$ cat src/cacheConfigPkg.sv
package cacheConfigPkg;

    // geometry: 4 ways x 16 sets of 16-byte lines
    localparam int numWays   = 4;
    localparam int numSets   = 16;
    localparam int lineBytes = 16;

    // victim LFSR start value, must be nonzero
    localparam logic [15:0] lfsrSeed = 16'h0001;

    typedef logic [31:0]                  addr_t;
    // addr[31:8] tag, addr[7:4] set, addr[3:0] byte in line
    typedef logic [23:0]                  tag_t;
    typedef logic [$clog2(numSets)-1:0]   setIndex_t;
    typedef logic [$clog2(lineBytes)-1:0] lineOffset_t;
    typedef logic [$clog2(numWays)-1:0]   way_t;
    typedef logic [lineBytes*8-1:0]       line_t;
    typedef logic [lineBytes-1:0]         lineStrobe_t;

    typedef enum logic [2:0] {
        idle, lookup, miss, replace, refill, writeResp
    } cacheState_e;

    typedef enum logic {
        opRead, opWrite
    } cacheOp_e;

    // write width, request must be aligned to it
    typedef enum logic [1:0] {
        sizeByte, sizeHalf, sizeWord, sizeDouble
    } accessSize_e;

endpackage

$ cat src/tagDirectory.sv
`timescale 1ns/100ps

module tagDirectory import cacheConfigPkg::*; (
    input  logic      clock,
    input  logic      reset,
    input  setIndex_t lookupSet,
    input  tag_t      lookupTag,
    input  way_t      fillWay,
    input  logic      tagWrite,
    input  logic      validSet,
    input  logic      dirtySet,
    input  logic      dirtyClear,
    output logic      hit,
    output way_t      hitWay,
    output logic      victimDirty,
    output tag_t      victimTag
);

    // one tag array per way
    tag_t tagArray [numWays][numSets];
    // registered read of all four ways
    tag_t tagRead [numWays];

    // status bits indexed [set][way]
    logic [numSets-1:0][numWays-1:0] validBits;
    logic [numSets-1:0][numWays-1:0] dirtyBits;

    logic [numWays-1:0] wayHit;

    // synchronous read, set index held from idle into lookup
    always_ff @(posedge clock) begin
        for (int w = 0; w < numWays; w++) begin
            tagRead[w] <= tagArray[w][lookupSet];
        end
        // written on first refill beat
        // so the second beat reads it back
        if (tagWrite) begin
            tagArray[fillWay][lookupSet] <= lookupTag;
        end
    end

    always_ff @(posedge clock) begin
        if (reset) begin
            validBits <= '0;
            dirtyBits <= '0;
        end else begin
            if (validSet) begin
                validBits[lookupSet][fillWay] <= 1'b1;
            end
            if (dirtyClear) begin
                dirtyBits[lookupSet][fillWay] <= 1'b0;
            end
            // store hit marks its own way
            if (dirtySet) begin
                dirtyBits[lookupSet][hitWay] <= 1'b1;
            end
        end
    end

    // parallel compare over the set
    always_comb begin
        hitWay = '0;
        for (int w = 0; w < numWays; w++) begin
            wayHit[w] = validBits[lookupSet][w] && (tagRead[w] == lookupTag);
            // later ways override, highest match wins
            if (wayHit[w]) begin
                hitWay = way_t'(w);
            end
        end
    end

    assign hit = |wayHit;

    // victim status for the way picked by the controller
    assign victimDirty = validBits[lookupSet][fillWay] && dirtyBits[lookupSet][fillWay];
    assign victimTag   = tagRead[fillWay];

endmodule

$ cat config.mk
export PLATFORM = sky130hd
export DESIGN_NAME = tagDirectory
export DESIGN_NICKNAME = d
export VERILOG_FILES = /design/src/cacheConfigPkg.sv /design/src/tagDirectory.sv
export SDC_FILE = /design/constraint.sdc
export NUM_CORES = 2
export LEC_CHECK = 0
export BUFFER_PORTS_ARGS = -buffer_cell sky130_fd_sc_hd__buf_4
export CAP_MARGIN = 10
export CORE_MARGIN = 3
export CORE_UTILIZATION = 50
export CTS_BUF_LIST = sky130_fd_sc_hd__clkbuf_8
export DETAILED_ROUTE_END_ITERATION = 8
export PLACE_DENSITY = 0.65
export RECOVER_POWER = 100
export SLEW_MARGIN = 10
export SYNTH_ARGS = -nofsm -noshare
export SYNTH_HDL_FRONTEND = slang
export SYNTH_SLANG_ARGS = --single-unit
$ cat constraint.sdc
create_clock -name clock -period 9.05 [get_ports clock]
set_input_delay 2.715 -clock clock [delete_from_list [all_inputs] [get_ports clock]]
set_output_delay 2.715 -clock clock [all_outputs]
set_load 0.03 [all_outputs]
==> flow_metrics.tcl <==
set metrics [dict create \
    status "complete, but fails checks" \
    violations "capacitance limit, slew limit" \
    core_area_um2 134000 \
    endpoint_kind "output port" \
    p_leak_nw 23.6 \
    cp_max_fo 36 \
    crit_chain "buf_4 -> clkbuf_1 -> xnor2_1 -> nand4_1 -> nor2_1 -> and3_1 -> or4_1 -> buf_4" \
    cp.arrival_ps 5840 \
    vias_per_cell 6.35 \
    synth_nets 3132 \
    clock_path_buffers 4 \
    crit_top_cell "buf_4" \
    cts_buffers 296 \
    clk_latency_ps 970 \
    seqCellArea_um2 50600 \
    hold_viol 0 \
    path_class "in -> out" \
    htreeDepth 5 \
    vias 34100 \
    clkTransAtPathRegs_ps 60 \
    die_x_um 373 \
    setup_tns_ps 0 \
    period_minus_slack_ps 8550 \
    synth_edf_count 1536 \
    die_y_um 373 \
    crit_family "buffers and inverters" \
    hold_class "reg -> reg" \
    cts_tree "done" \
    io_buffers 63 \
    nets 3405 \
    drt_wl_total_um 179000 \
    finalSetupViolCount 0 \
    synth_top_area_share_pct 68.5 \
    async_reset_ff_share_pct 0 \
    ys.flop_type "edfxtp_1" \
    yosys-top-cells-count "edfxtp_1 (1536), mux4_2 (536), dfxtp_1 (224)" \
    dpl.cell_count 4839 \
    p_total_w 0.0163 \
    drv_slew 2392 \
    io_pins 64 \
    antenna_found_initial 16 \
    drtAntennaViolNets 0 \
    maxCapViolations 81 \
    yosysMostFrequentCell "edfxtp_1" \
    required_ps 6340 \
    min_period_over_period_pct 94.5 \
    dieArea_um2 139000 \
    fp-row-count 134 \
    start_kind "input pin" \
    wl_per_cell_um 33.4 \
    synth_cell_type_count 44 \
    start_util_pct 50.4 \
    max_freq_mhz 117 \
    yosysTopAreaCell "edfxtp_1" \
    final_cells 5359 \
    peakVddDrop_v 0.000168 \
    tightestPinTransition_ps 4280 \
    hpwl_um 98500 \
    synth_warnings 0 \
    gr-total-overflow 0 \
    multi_input_area_um2 16100 \
    syn_inst 3096 \
    synth_seq_area_share_pct 75.2 \
    area_delta_synth_final_pct 11.6 \
    syn_avg_cell_area_um2 21.7 \
    yosys-top-cells-area "edfxtp_1 (68%), mux4_2 (18%), dfxtp_1 (6.7%), nor2_1 (0.89%), xnor2_1 (0.83%)" \
    syn-cell-area_um2 67300 \
    pre_cts_slack_ps 897 \
    n_fill_cell 9824 \
    clock_sinks 1760 \
    finClkSkew_ps 67.5 \
    grt_max_degree 108 \
    ctsRootBufferMaster "clkbuf_8" \
    cts_hold_buf 0 \
    grt_pass1_vias 35000 \
    drive_gt1_share_pct 28.6 \
    ys_ff_latch 1760 \
    postCtsSetupBuffers 0 \
    route.detailed.drc 0 \
    first_pass_iters 6 \
    powerDensity_nw_per_um2 217 \
    setup_ws_ps 498 \
    grt_pass1_wl_um 255000 \
    path_buf_inv 3 \
    crit_slowest_cell "clkbuf_1" \
    slew_headroom_pct -185 \
    drtIter0Drc 4712 \
    place.gp.congestion 0.883 \
    cts_resized 0 \
    critPathMaxStageDelay_ps 1270 \
    grt_setup_unrepaired "no" \
    grt_usage_pct 25.8 \
]
-- cell type report --
| class | count | share of cell area [%] |
|---|---|---|
| diodes | 10 | 0.0333 |
| flip-flops and latches | 1760 | 67.4 |
| repair buffers | 167 | 1.18 |
| multi-input cells | 1142 | 21.4 |
| inverters | 2 | 0.00999 |
| well taps | 1768 | 2.94 |
| clock inverters | 186 | 1.12 |
| clock buffers | 324 | 5.93 |
-- kinds of logic after synthesis --
group / synth area share, %
flip-flops: 75.2
multiplexers: 17.9
AND/OR/NAND/NOR: 1.84
AO/OA/AOI/OAI: 2.47
buffers and inverters: 1.36
XOR/XNOR: 1.25
-- path summary, 6_finish.rpt --
path	from	to	slack [ps]	cells past startpoint
setup / recovery	lookupTag[14]	hit	500	8
hold / removal	validBits[12]	validBits[12]	470	2
setup reg to reg	tagRead[3][7]	dirtyBits[31]	5410	6
hold reg to reg	validBits[12]	validBits[12]	470	2
-- worst register-to-register path: stages, from the launching register on --
cell and delay (ps):
dfxtp_1 530, xor2_1 140, nor4_2 340, nand4_1 660, or3_1 580, clkbuf_1 680
o41ai_1 600
-- metal layers --
layer	GRT usage (%)	up-vias	share of wire [%]
li1	-	13600	-
met1	35.8	18200	39
met2	40.2	1914	47
met3	7.14	393	11
met4	8.18	6	3.2
met5	0	-	0.029
-- through the flow --
step                utilization (%)  area (um^2)  hold slack (ps)
finish                         56.2        75100              467
global route                   56.2        75100              498
CTS                            56.7        75700              469
detailed placement             52.7        70400              455
global placement               52.7        70400              443
floorplan                         -        67300              431
-- sequential cells by signal, summed over array words and instances, names as in the netlist --
register   count
validBits     64
dirtyBits     64
tagRead       96
tagArray    1536
-- power by group --
group	leakage [nW]	switching (W)	total, W	internal (W)
sequential	15.7	0.000139	0.00906	0.00892
clock	3.17	0.00301	0.00639	0.00338
combinational	4.80	0.000528	0.000886	0.000358
-- layout by cell type (no fill, tap or decap), types with 18 or more instances in the layout --
| cell type | n |
|---|---|
| nor2_1 | 107 |
| nand2_1 | 52 |
| edfxtp_1 | 1536 |
| o211ai_1 | 37 |
| clkbuf_8 | 325 |
| nand4_1 | 18 |
| nor2_4 | 52 |
| xor2_1 | 32 |
| inv_1 | 124 |
| dfxtp_1 | 224 |
| clkbuf_1 | 106 |
| buf_4 | 52 |
| clkinv_1 | 38 |
| a21oi_1 | 81 |
| mux4_2 | 536 |
| o31ai_1 | 48 |
| xnor2_1 | 64 |
| clkinv_2 | 18 |
Power figures use the tool's default switching activity.
