## src/cacheConfigPkg.sv

```systemverilog
package cacheConfigPkg;

    // geometry: 4 ways x 16 sets of 16-byte lines
    localparam int numWays   = 4;
    localparam int numSets   = 16;
    localparam int lineBytes = 16;

    // victim LFSR start value, must be nonzero
    localparam logic [15:0] lfsrSeed = 16'h0001;

    typedef logic [31:0]                  addr_t;
    // addr[31:8] tag, addr[7:4] set, addr[3:0] byte in line
    typedef logic [23:0]                  tag_t;
    typedef logic [$clog2(numSets)-1:0]   setIndex_t;
    typedef logic [$clog2(lineBytes)-1:0] lineOffset_t;
    typedef logic [$clog2(numWays)-1:0]   way_t;
    typedef logic [lineBytes*8-1:0]       line_t;
    typedef logic [lineBytes-1:0]         lineStrobe_t;

    typedef enum logic [2:0] {
        idle, lookup, miss, replace, refill, writeResp
    } cacheState_e;

    typedef enum logic {
        opRead, opWrite
    } cacheOp_e;

    // write width, request must be aligned to it
    typedef enum logic [1:0] {
        sizeByte, sizeHalf, sizeWord, sizeDouble
    } accessSize_e;

endpackage

```

## src/axiBusPkg.sv

```systemverilog
package axiBusPkg;

    // memory port moves 8 bytes per beat
    localparam int beatBytes = 8;

    // fixed incrementing burst, two beats fill one line
    localparam int beatsPerLine = 2;

    // one data beat, two words
    typedef logic [beatBytes*8-1:0] beat_t;

    // byte strobes, one per beat byte
    typedef logic [beatBytes-1:0] beatStrobe_t;

    // which half of the line a beat carries
    // 0 is the lower half
    typedef logic [$clog2(beatsPerLine)-1:0] beatIndex_t;

endpackage

```

## src/missController.sv

```systemverilog
`timescale 1ns/100ps

module missController import cacheConfigPkg::*, axiBusPkg::*; (
    input  logic        clock,
    input  logic        reset,
    input  logic        requestValid,
    input  cacheOp_e    requestOp,
    input  tag_t        requestTag,
    input  setIndex_t   requestSet,
    input  logic        hit,
    input  way_t        hitWay,
    input  logic        victimDirty,
    input  tag_t        victimTag,
    input  line_t       readLine,
    // read address and data channels
    output logic        arValid,
    input  logic        arReady,
    output addr_t       arAddr,
    input  logic        rValid,
    output logic        rReady,
    input  logic        rLast,
    // write address, data and response channels
    output logic        awValid,
    input  logic        awReady,
    output addr_t       awAddr,
    output logic        wValid,
    input  logic        wReady,
    output beat_t       wData,
    output beatStrobe_t wStrb,
    output logic        wLast,
    input  logic        bValid,
    output logic        bReady,
    // directory and store control
    output logic        tagWrite,
    output logic        validSet,
    output logic        dirtySet,
    output logic        dirtyClear,
    output way_t        fillWay,
    output way_t        lineWay,
    output logic        storeWrite,
    output logic        fillWrite,
    output beatIndex_t  fillBeat,
    output logic        dataOk
);

    cacheState_e state;
    cacheState_e nextState;

    logic [15:0] lfsr;
    beatIndex_t  beatCount;
    logic        lookupHit;
    logic        lookupMiss;

    assign lookupHit  = (state == lookup) && hit;
    assign lookupMiss = (state == lookup) && !hit;

    always_ff @(posedge clock) begin
        if (reset) begin
            state <= idle;
        end else begin
            state <= nextState;
        end
    end

    always_comb begin
        nextState = state;
        case (state)
            // dataOk cycle still sees the old request, skip it
            idle:      if (requestValid && !dataOk) nextState = lookup;
            lookup:    nextState = hit ? idle : miss;
            miss: begin
                if (awValid && awReady) begin
                    nextState = replace;
                end else if (arValid && arReady) begin
                    nextState = refill;
                end
            end
            replace:   if (wValid && wReady && wLast) nextState = writeResp;
            // any response ends the write-back, refill follows
            writeResp: if (bValid) nextState = miss;
            refill:    if (rValid && rLast) nextState = lookup;
            default:   nextState = idle;
        endcase
    end

    // x^16 + x^14 + x^13 + x^11 Fibonacci, shifting right
    always_ff @(posedge clock) begin
        if (reset) begin
            lfsr <= lfsrSeed;
        end else begin
            lfsr <= {lfsr[0] ^ lfsr[2] ^ lfsr[3] ^ lfsr[5], lfsr[15:1]};
        end
    end

    // victim picked once, on the lookup that misses
    always_ff @(posedge clock) begin
        if (reset) begin
            fillWay <= '0;
        end else if (lookupMiss) begin
            fillWay <= way_t'(lfsr);
        end
    end

    // beat position in the current burst
    always_ff @(posedge clock) begin
        if (reset) begin
            beatCount <= '0;
        end else if ((awValid && awReady) || (arValid && arReady)) begin
            beatCount <= '0;
        end else if ((wValid && wReady) || (rValid && rReady)) begin
            beatCount <= beatCount + 1'b1;
        end
    end

    always_ff @(posedge clock) begin
        if (reset) begin
            dataOk <= 1'b0;
        end else begin
            dataOk <= lookupHit;
        end
    end

    // dirty victim goes out first, clean victim refills at once
    assign awValid = (state == miss) && victimDirty;
    assign arValid = (state == miss) && !victimDirty;
    assign awAddr  = {victimTag, requestSet, 4'b0000};
    assign arAddr  = {requestTag, requestSet, 4'b0000};

    // victim line already sits in readLine by replace
    assign wValid = (state == replace);
    assign wData  = beatCount[0] ? readLine[127:64] : readLine[63:0];
    assign wStrb  = '1;
    assign wLast  = (beatCount == beatIndex_t'(beatsPerLine - 1));
    assign bReady = (state == writeResp);
    assign rReady = (state == refill);

    // hits use the hit way, everything else the victim
    assign lineWay    = (state == lookup) ? hitWay : fillWay;
    assign storeWrite = lookupHit && (requestOp == opWrite);
    assign dirtySet   = storeWrite;

    assign fillWrite = (state == refill) && rValid;
    assign fillBeat  = beatCount;
    // tag early so lookup can read it back
    assign tagWrite  = fillWrite && (beatCount == '0);
    assign validSet  = fillWrite && rLast;
    // written back, or fresh line from memory
    assign dirtyClear = ((state == writeResp) && bValid) || validSet;

endmodule

```

## config.mk

```make
export PLATFORM = sky130hd
export DESIGN_NAME = missController
export DESIGN_NICKNAME = d
export VERILOG_FILES = /design/src/cacheConfigPkg.sv /design/src/axiBusPkg.sv /design/src/missController.sv
export SDC_FILE = /design/constraint.sdc
export NUM_CORES = 1
export LEC_CHECK = 0
export ABC_AREA = 1
export BUFFER_PORTS_ARGS = -buffer_cell sky130_fd_sc_hd__buf_2
export CAP_MARGIN = 5
export CELL_PAD_IN_SITES_DETAIL_PLACEMENT = 1
export CELL_PAD_IN_SITES_GLOBAL_PLACEMENT = 1
export CORE_AREA = 2 2 136 138
export DETAILED_ROUTE_END_ITERATION = 10
export DIE_AREA = 0 0 138 140
export PLACE_DENSITY_LB_ADDON = 0.1
export SLEW_MARGIN = 30
export SYNTH_ARGS = -nofsm -noshare
export SYNTH_HDL_FRONTEND = slang
export SYNTH_SLANG_ARGS = --single-unit
```

## constraint.sdc

```tcl
create_clock -name clock -period 1.45 [get_ports clock]
set_clock_uncertainty 0.2 [all_clocks]
set_input_delay 0.2175 -clock clock [delete_from_list [all_inputs] [get_ports clock]]
set_output_delay 0.2175 -clock clock [all_outputs]
set_load 0.02 [all_outputs]
```

==> impl_metrics.yaml <==
critical_path:
  critical_path.slowest_cell: "sky130_fd_sc_hd__dfxtp_2"
  timing.critical_path.required_ps: 1030
  rr_worst_depth: 12
  ff2ff_setup_slack_ps: -130
  crit_path_end_kind: "output pin"
  critical_path.cell_chain: "inv_4 > nor2_4 > nand2_4 > nor3b_4 > buf_6"
  max_stage_delay_ps: 350
  rr_startpoint: "state[0]"
  setup.worst_path.start_class: "flip-flop"
  timing.rr.end: "state[0]"
  timing.critical_path.buf_inv: 2
  crit_path_max_fo: 5
  cp_data_arrival_time_ps: 1260
  crit_family: "simple AND/OR/NAND/NOR gates"
  critPathKind: "reg2out"
synthesis:
  synthMostInstantiatedCell: "sky130_fd_sc_hd__nand2_1"
  synth_cell_types: 24
  syn_inst: 426
  synthArstFlopShare_pct: 0
  synthesis.area_um2: 2340
  syn_avg_cell_area_um2: 5.50
  yosysWarnings: 0
  sequential_fraction_of_the_synthesis_area_pct: 19.7
  ys_seq_elements: 23
  synth_top_area_cell: "sky130_fd_sc_hd__nand2_1"
  synth_top_area_share_pct: 35.3
  dominant_register_cell_in_the_synthesized_netlist: "sky130_fd_sc_hd__dfxtp_1"
  synth-edff-count: 0
  post_synth_most_frequent_cells: "sky130_fd_sc_hd__nand2_1, sky130_fd_sc_hd__buf_4, sky130_fd_sc_hd__inv_1"
  ys_top_cells_by_area: "sky130_fd_sc_hd__nand2_1, sky130_fd_sc_hd__buf_4, sky130_fd_sc_hd__dfxtp_1, sky130_fd_sc_hd__inv_1, sky130_fd_sc_hd__nor2_1"
grt:
  gr-usage-met3_pct: 2.39
  met1_usage_pct: 12.0
  grt_pass1_vias: 3233
  grt_max_degree: 38
  overflow: 0
  grt_most_used_layer: "met2"
  grt_first_pass_wirelength_mm: 17.5
  grt.total_usage_pct: 11.0
  grt_use_met2_pct: 21.3
  grt_antenna_before_repair: 1
floorplan:
  chipHeight_um: 140
  die_width_um: 138
  initial_core_util_pct: 13.2
  io-pin-count: 348
  die_area_um2: 19300
  fp-row-count: 49
  core_area_um2: 17800
worst_hold_path:
  hold_end: "fillWay[0]"
  timing.hold.worst.start: "hit"
  holdCritPathClass: "in2reg"
  timing.hold.worst_path_depth: 3
clock_network:
  tritoncts_clock_tree: "built"
  clk_latency_ps: 260
  ctsRootBufferMaster: "sky130_fd_sc_hd__clkbuf_16"
  cts_inserted_buffers: 3
  cts_buffer_depth: 2
  clock_sinks: 23
  h_tree_lvls: 1
  clk_pin_slew_ps: 60
place:
  placement.cell_area_um2: 3460
  routabilityCongestion: 0.781
  port_buffers: 223
  dpl.hpwl_mm: 9.55
  placedCellCount: 823
pwr:
  vdd.ir_drop.worst_v: 0.000525
  power.leakage_nw: 2.40
  power_per_cell_area_nw_per_um2: 1330
  total_power_w: 0.00577
layout:
  share_of_post_route_cells_with_drive_strength_above_1_pct: 53.1
  layoutNonFillerInstCount: 842
  utilization_pct: 24.3
  final.fill_count: 2277
  syn2layout_area_growth_pct: 84.7
  postLayoutCellArea_um2: 4330
  nets: 807
sta:
  fmax_ghz: 0.597
  final-max-slew-violation-count: 0
  fin_crit_ps: 1680
  final-hold-violation-count: 0
  min_period_over_period_pct: 116
  timing.hold.ws_ps: 66.9
  worst_slack_ps: -225
  grt_setup_unrepaired: "true"
  finalSetupViolations: 82
run_status:
  outcome: "complete, but fails checks"
  violations: "setup timing"
route:
  detail_route.first_pass.iterations: 4
  drc_violation_count_after_routing: 0
  postRouteAntennaNets: 0
  avgViaCountPerCell: 3.68
  route.vias.total: 3100
  drt-wirelength-per-cell_um: 13.8
  detailed_router_s_first_iteration_violation_count: 59
  drt_wl_total_mm: 11.6
job:
  drv_cap: 0
[layout make-up]
type | count | area [um^2] | share of cell area (%)
diodes | 1 | 2.50 | 0.0579
clock buffers | 3 | 75.1 | 1.74
clock inverters | 1 | 7.51 | 0.174
inverters | 32 | 133 | 3.07
multi-input cells | 294 | 1390 | 32.2
flip-flops and latches | 23 | 470 | 10.9
well taps | 229 | 287 | 6.62
repair buffers | 259 | 1960 | 45.2
[registers in the layout, summed over array words and instances, names as in the netlist]
register and cells:
lfsr 16, dataOk 1, fillBeat 1, fillWay 2, state 3
[logic make-up (layout without fill, tap and decap cells)]
kind of cell	after synthesis	after routing	synth area share [%]
AOI/OAI and AO/OA	12	12	2.78
xor gates and xnor gates	2	2	0.748
buffers and inverters	123	295	32.1
DFF	23	23	19.7
other	2	17	0.321
and+or+nand+nor	264	264	44.4
[power by group]
part	total, W	internal, W	switching, W
Clock	0.000616	0.000374	0.000242
Combinational	0.00435	0.00203	0.00232
Sequential	0.000802	0.000720	0.0000813
Total	0.00577	0.00313	0.00264
[stage by stage]
step	worst slack (ps)	TNS [ps]
2_1_floorplan	-86.6	-90.5
3_3_place_gp	-88.1	-187
3_5_place_dp	-101	-375
4_1_cts	-258	-15260
5_1_grt	-297	-19190
6_report	-225	-13560
[worst max-delay path by stage]
stage | startpoint | to | slack, ps | depth (start not counted)
after floorplan | state[0] | storeWrite | -90 | 5
after global routing | state[0] | dirtySet | -300 | 5
after CTS | fillBeat | wData[45] | -260 | 5
after global placement | state[1] | state[0] | -90 | 10
after detailed placement | state[1] | state[0] | -100 | 10
final | state[0] | dirtySet | -230 | 5
[worst reg2reg max path, stage by stage, from the launching register on]
cell,delay (ps)
sky130_fd_sc_hd__dfxtp_2,340
sky130_fd_sc_hd__buf_4,130
sky130_fd_sc_hd__buf_6,110
sky130_fd_sc_hd__nand2_4,70
sky130_fd_sc_hd__nor2_4,40
sky130_fd_sc_hd__buf_6,110
sky130_fd_sc_hd__buf_6,110
sky130_fd_sc_hd__nor2_4,80
sky130_fd_sc_hd__nand2_2,60
sky130_fd_sc_hd__inv_2,50
sky130_fd_sc_hd__nand3_1,70
sky130_fd_sc_hd__nand2_1,70
sky130_fd_sc_hd__nor2_1,40
[layer usage]
metal,wire [um],vias to the layer above
met4,180,0
met5,0,-
met3,769,21
met2,6420,133
li1,-,1546
met1,4280,1400
[placed cells by master, fill, tap and decap left out, types with 2 or more instances in the layout]
cell,count
sky130_fd_sc_hd__a21oi_1,4
sky130_fd_sc_hd__a21oi_2,3
sky130_fd_sc_hd__buf_12,4
sky130_fd_sc_hd__buf_2,145
sky130_fd_sc_hd__buf_4,37
sky130_fd_sc_hd__buf_6,68
sky130_fd_sc_hd__buf_8,2
sky130_fd_sc_hd__clkbuf_16,5
sky130_fd_sc_hd__conb_1,16
sky130_fd_sc_hd__dfxtp_1,19
sky130_fd_sc_hd__dfxtp_2,2
sky130_fd_sc_hd__dfxtp_4,2
sky130_fd_sc_hd__inv_1,24
sky130_fd_sc_hd__inv_2,4
sky130_fd_sc_hd__inv_4,2
sky130_fd_sc_hd__nand2_1,191
sky130_fd_sc_hd__nand2_2,26
sky130_fd_sc_hd__nand2_4,6
sky130_fd_sc_hd__nand3_1,3
sky130_fd_sc_hd__nand3_2,3
sky130_fd_sc_hd__nand4_1,2
sky130_fd_sc_hd__nor2_1,19
sky130_fd_sc_hd__nor2_4,9
sky130_fd_sc_hd__nor3_1,2
sky130_fd_sc_hd__o21ai_1,3
sky130_fd_sc_hd__xnor2_1,2
[what timing repair did]
item,CTS,global route
hold buffers,0,0
hold endpoints to repair,0,0
setup endpoints to repair,82,85
pin swaps,16,10
resized for setup,98,109
buffers inserted,10,2
cloned,0,2
Note: power is estimated with default switching activity, not from simulation.
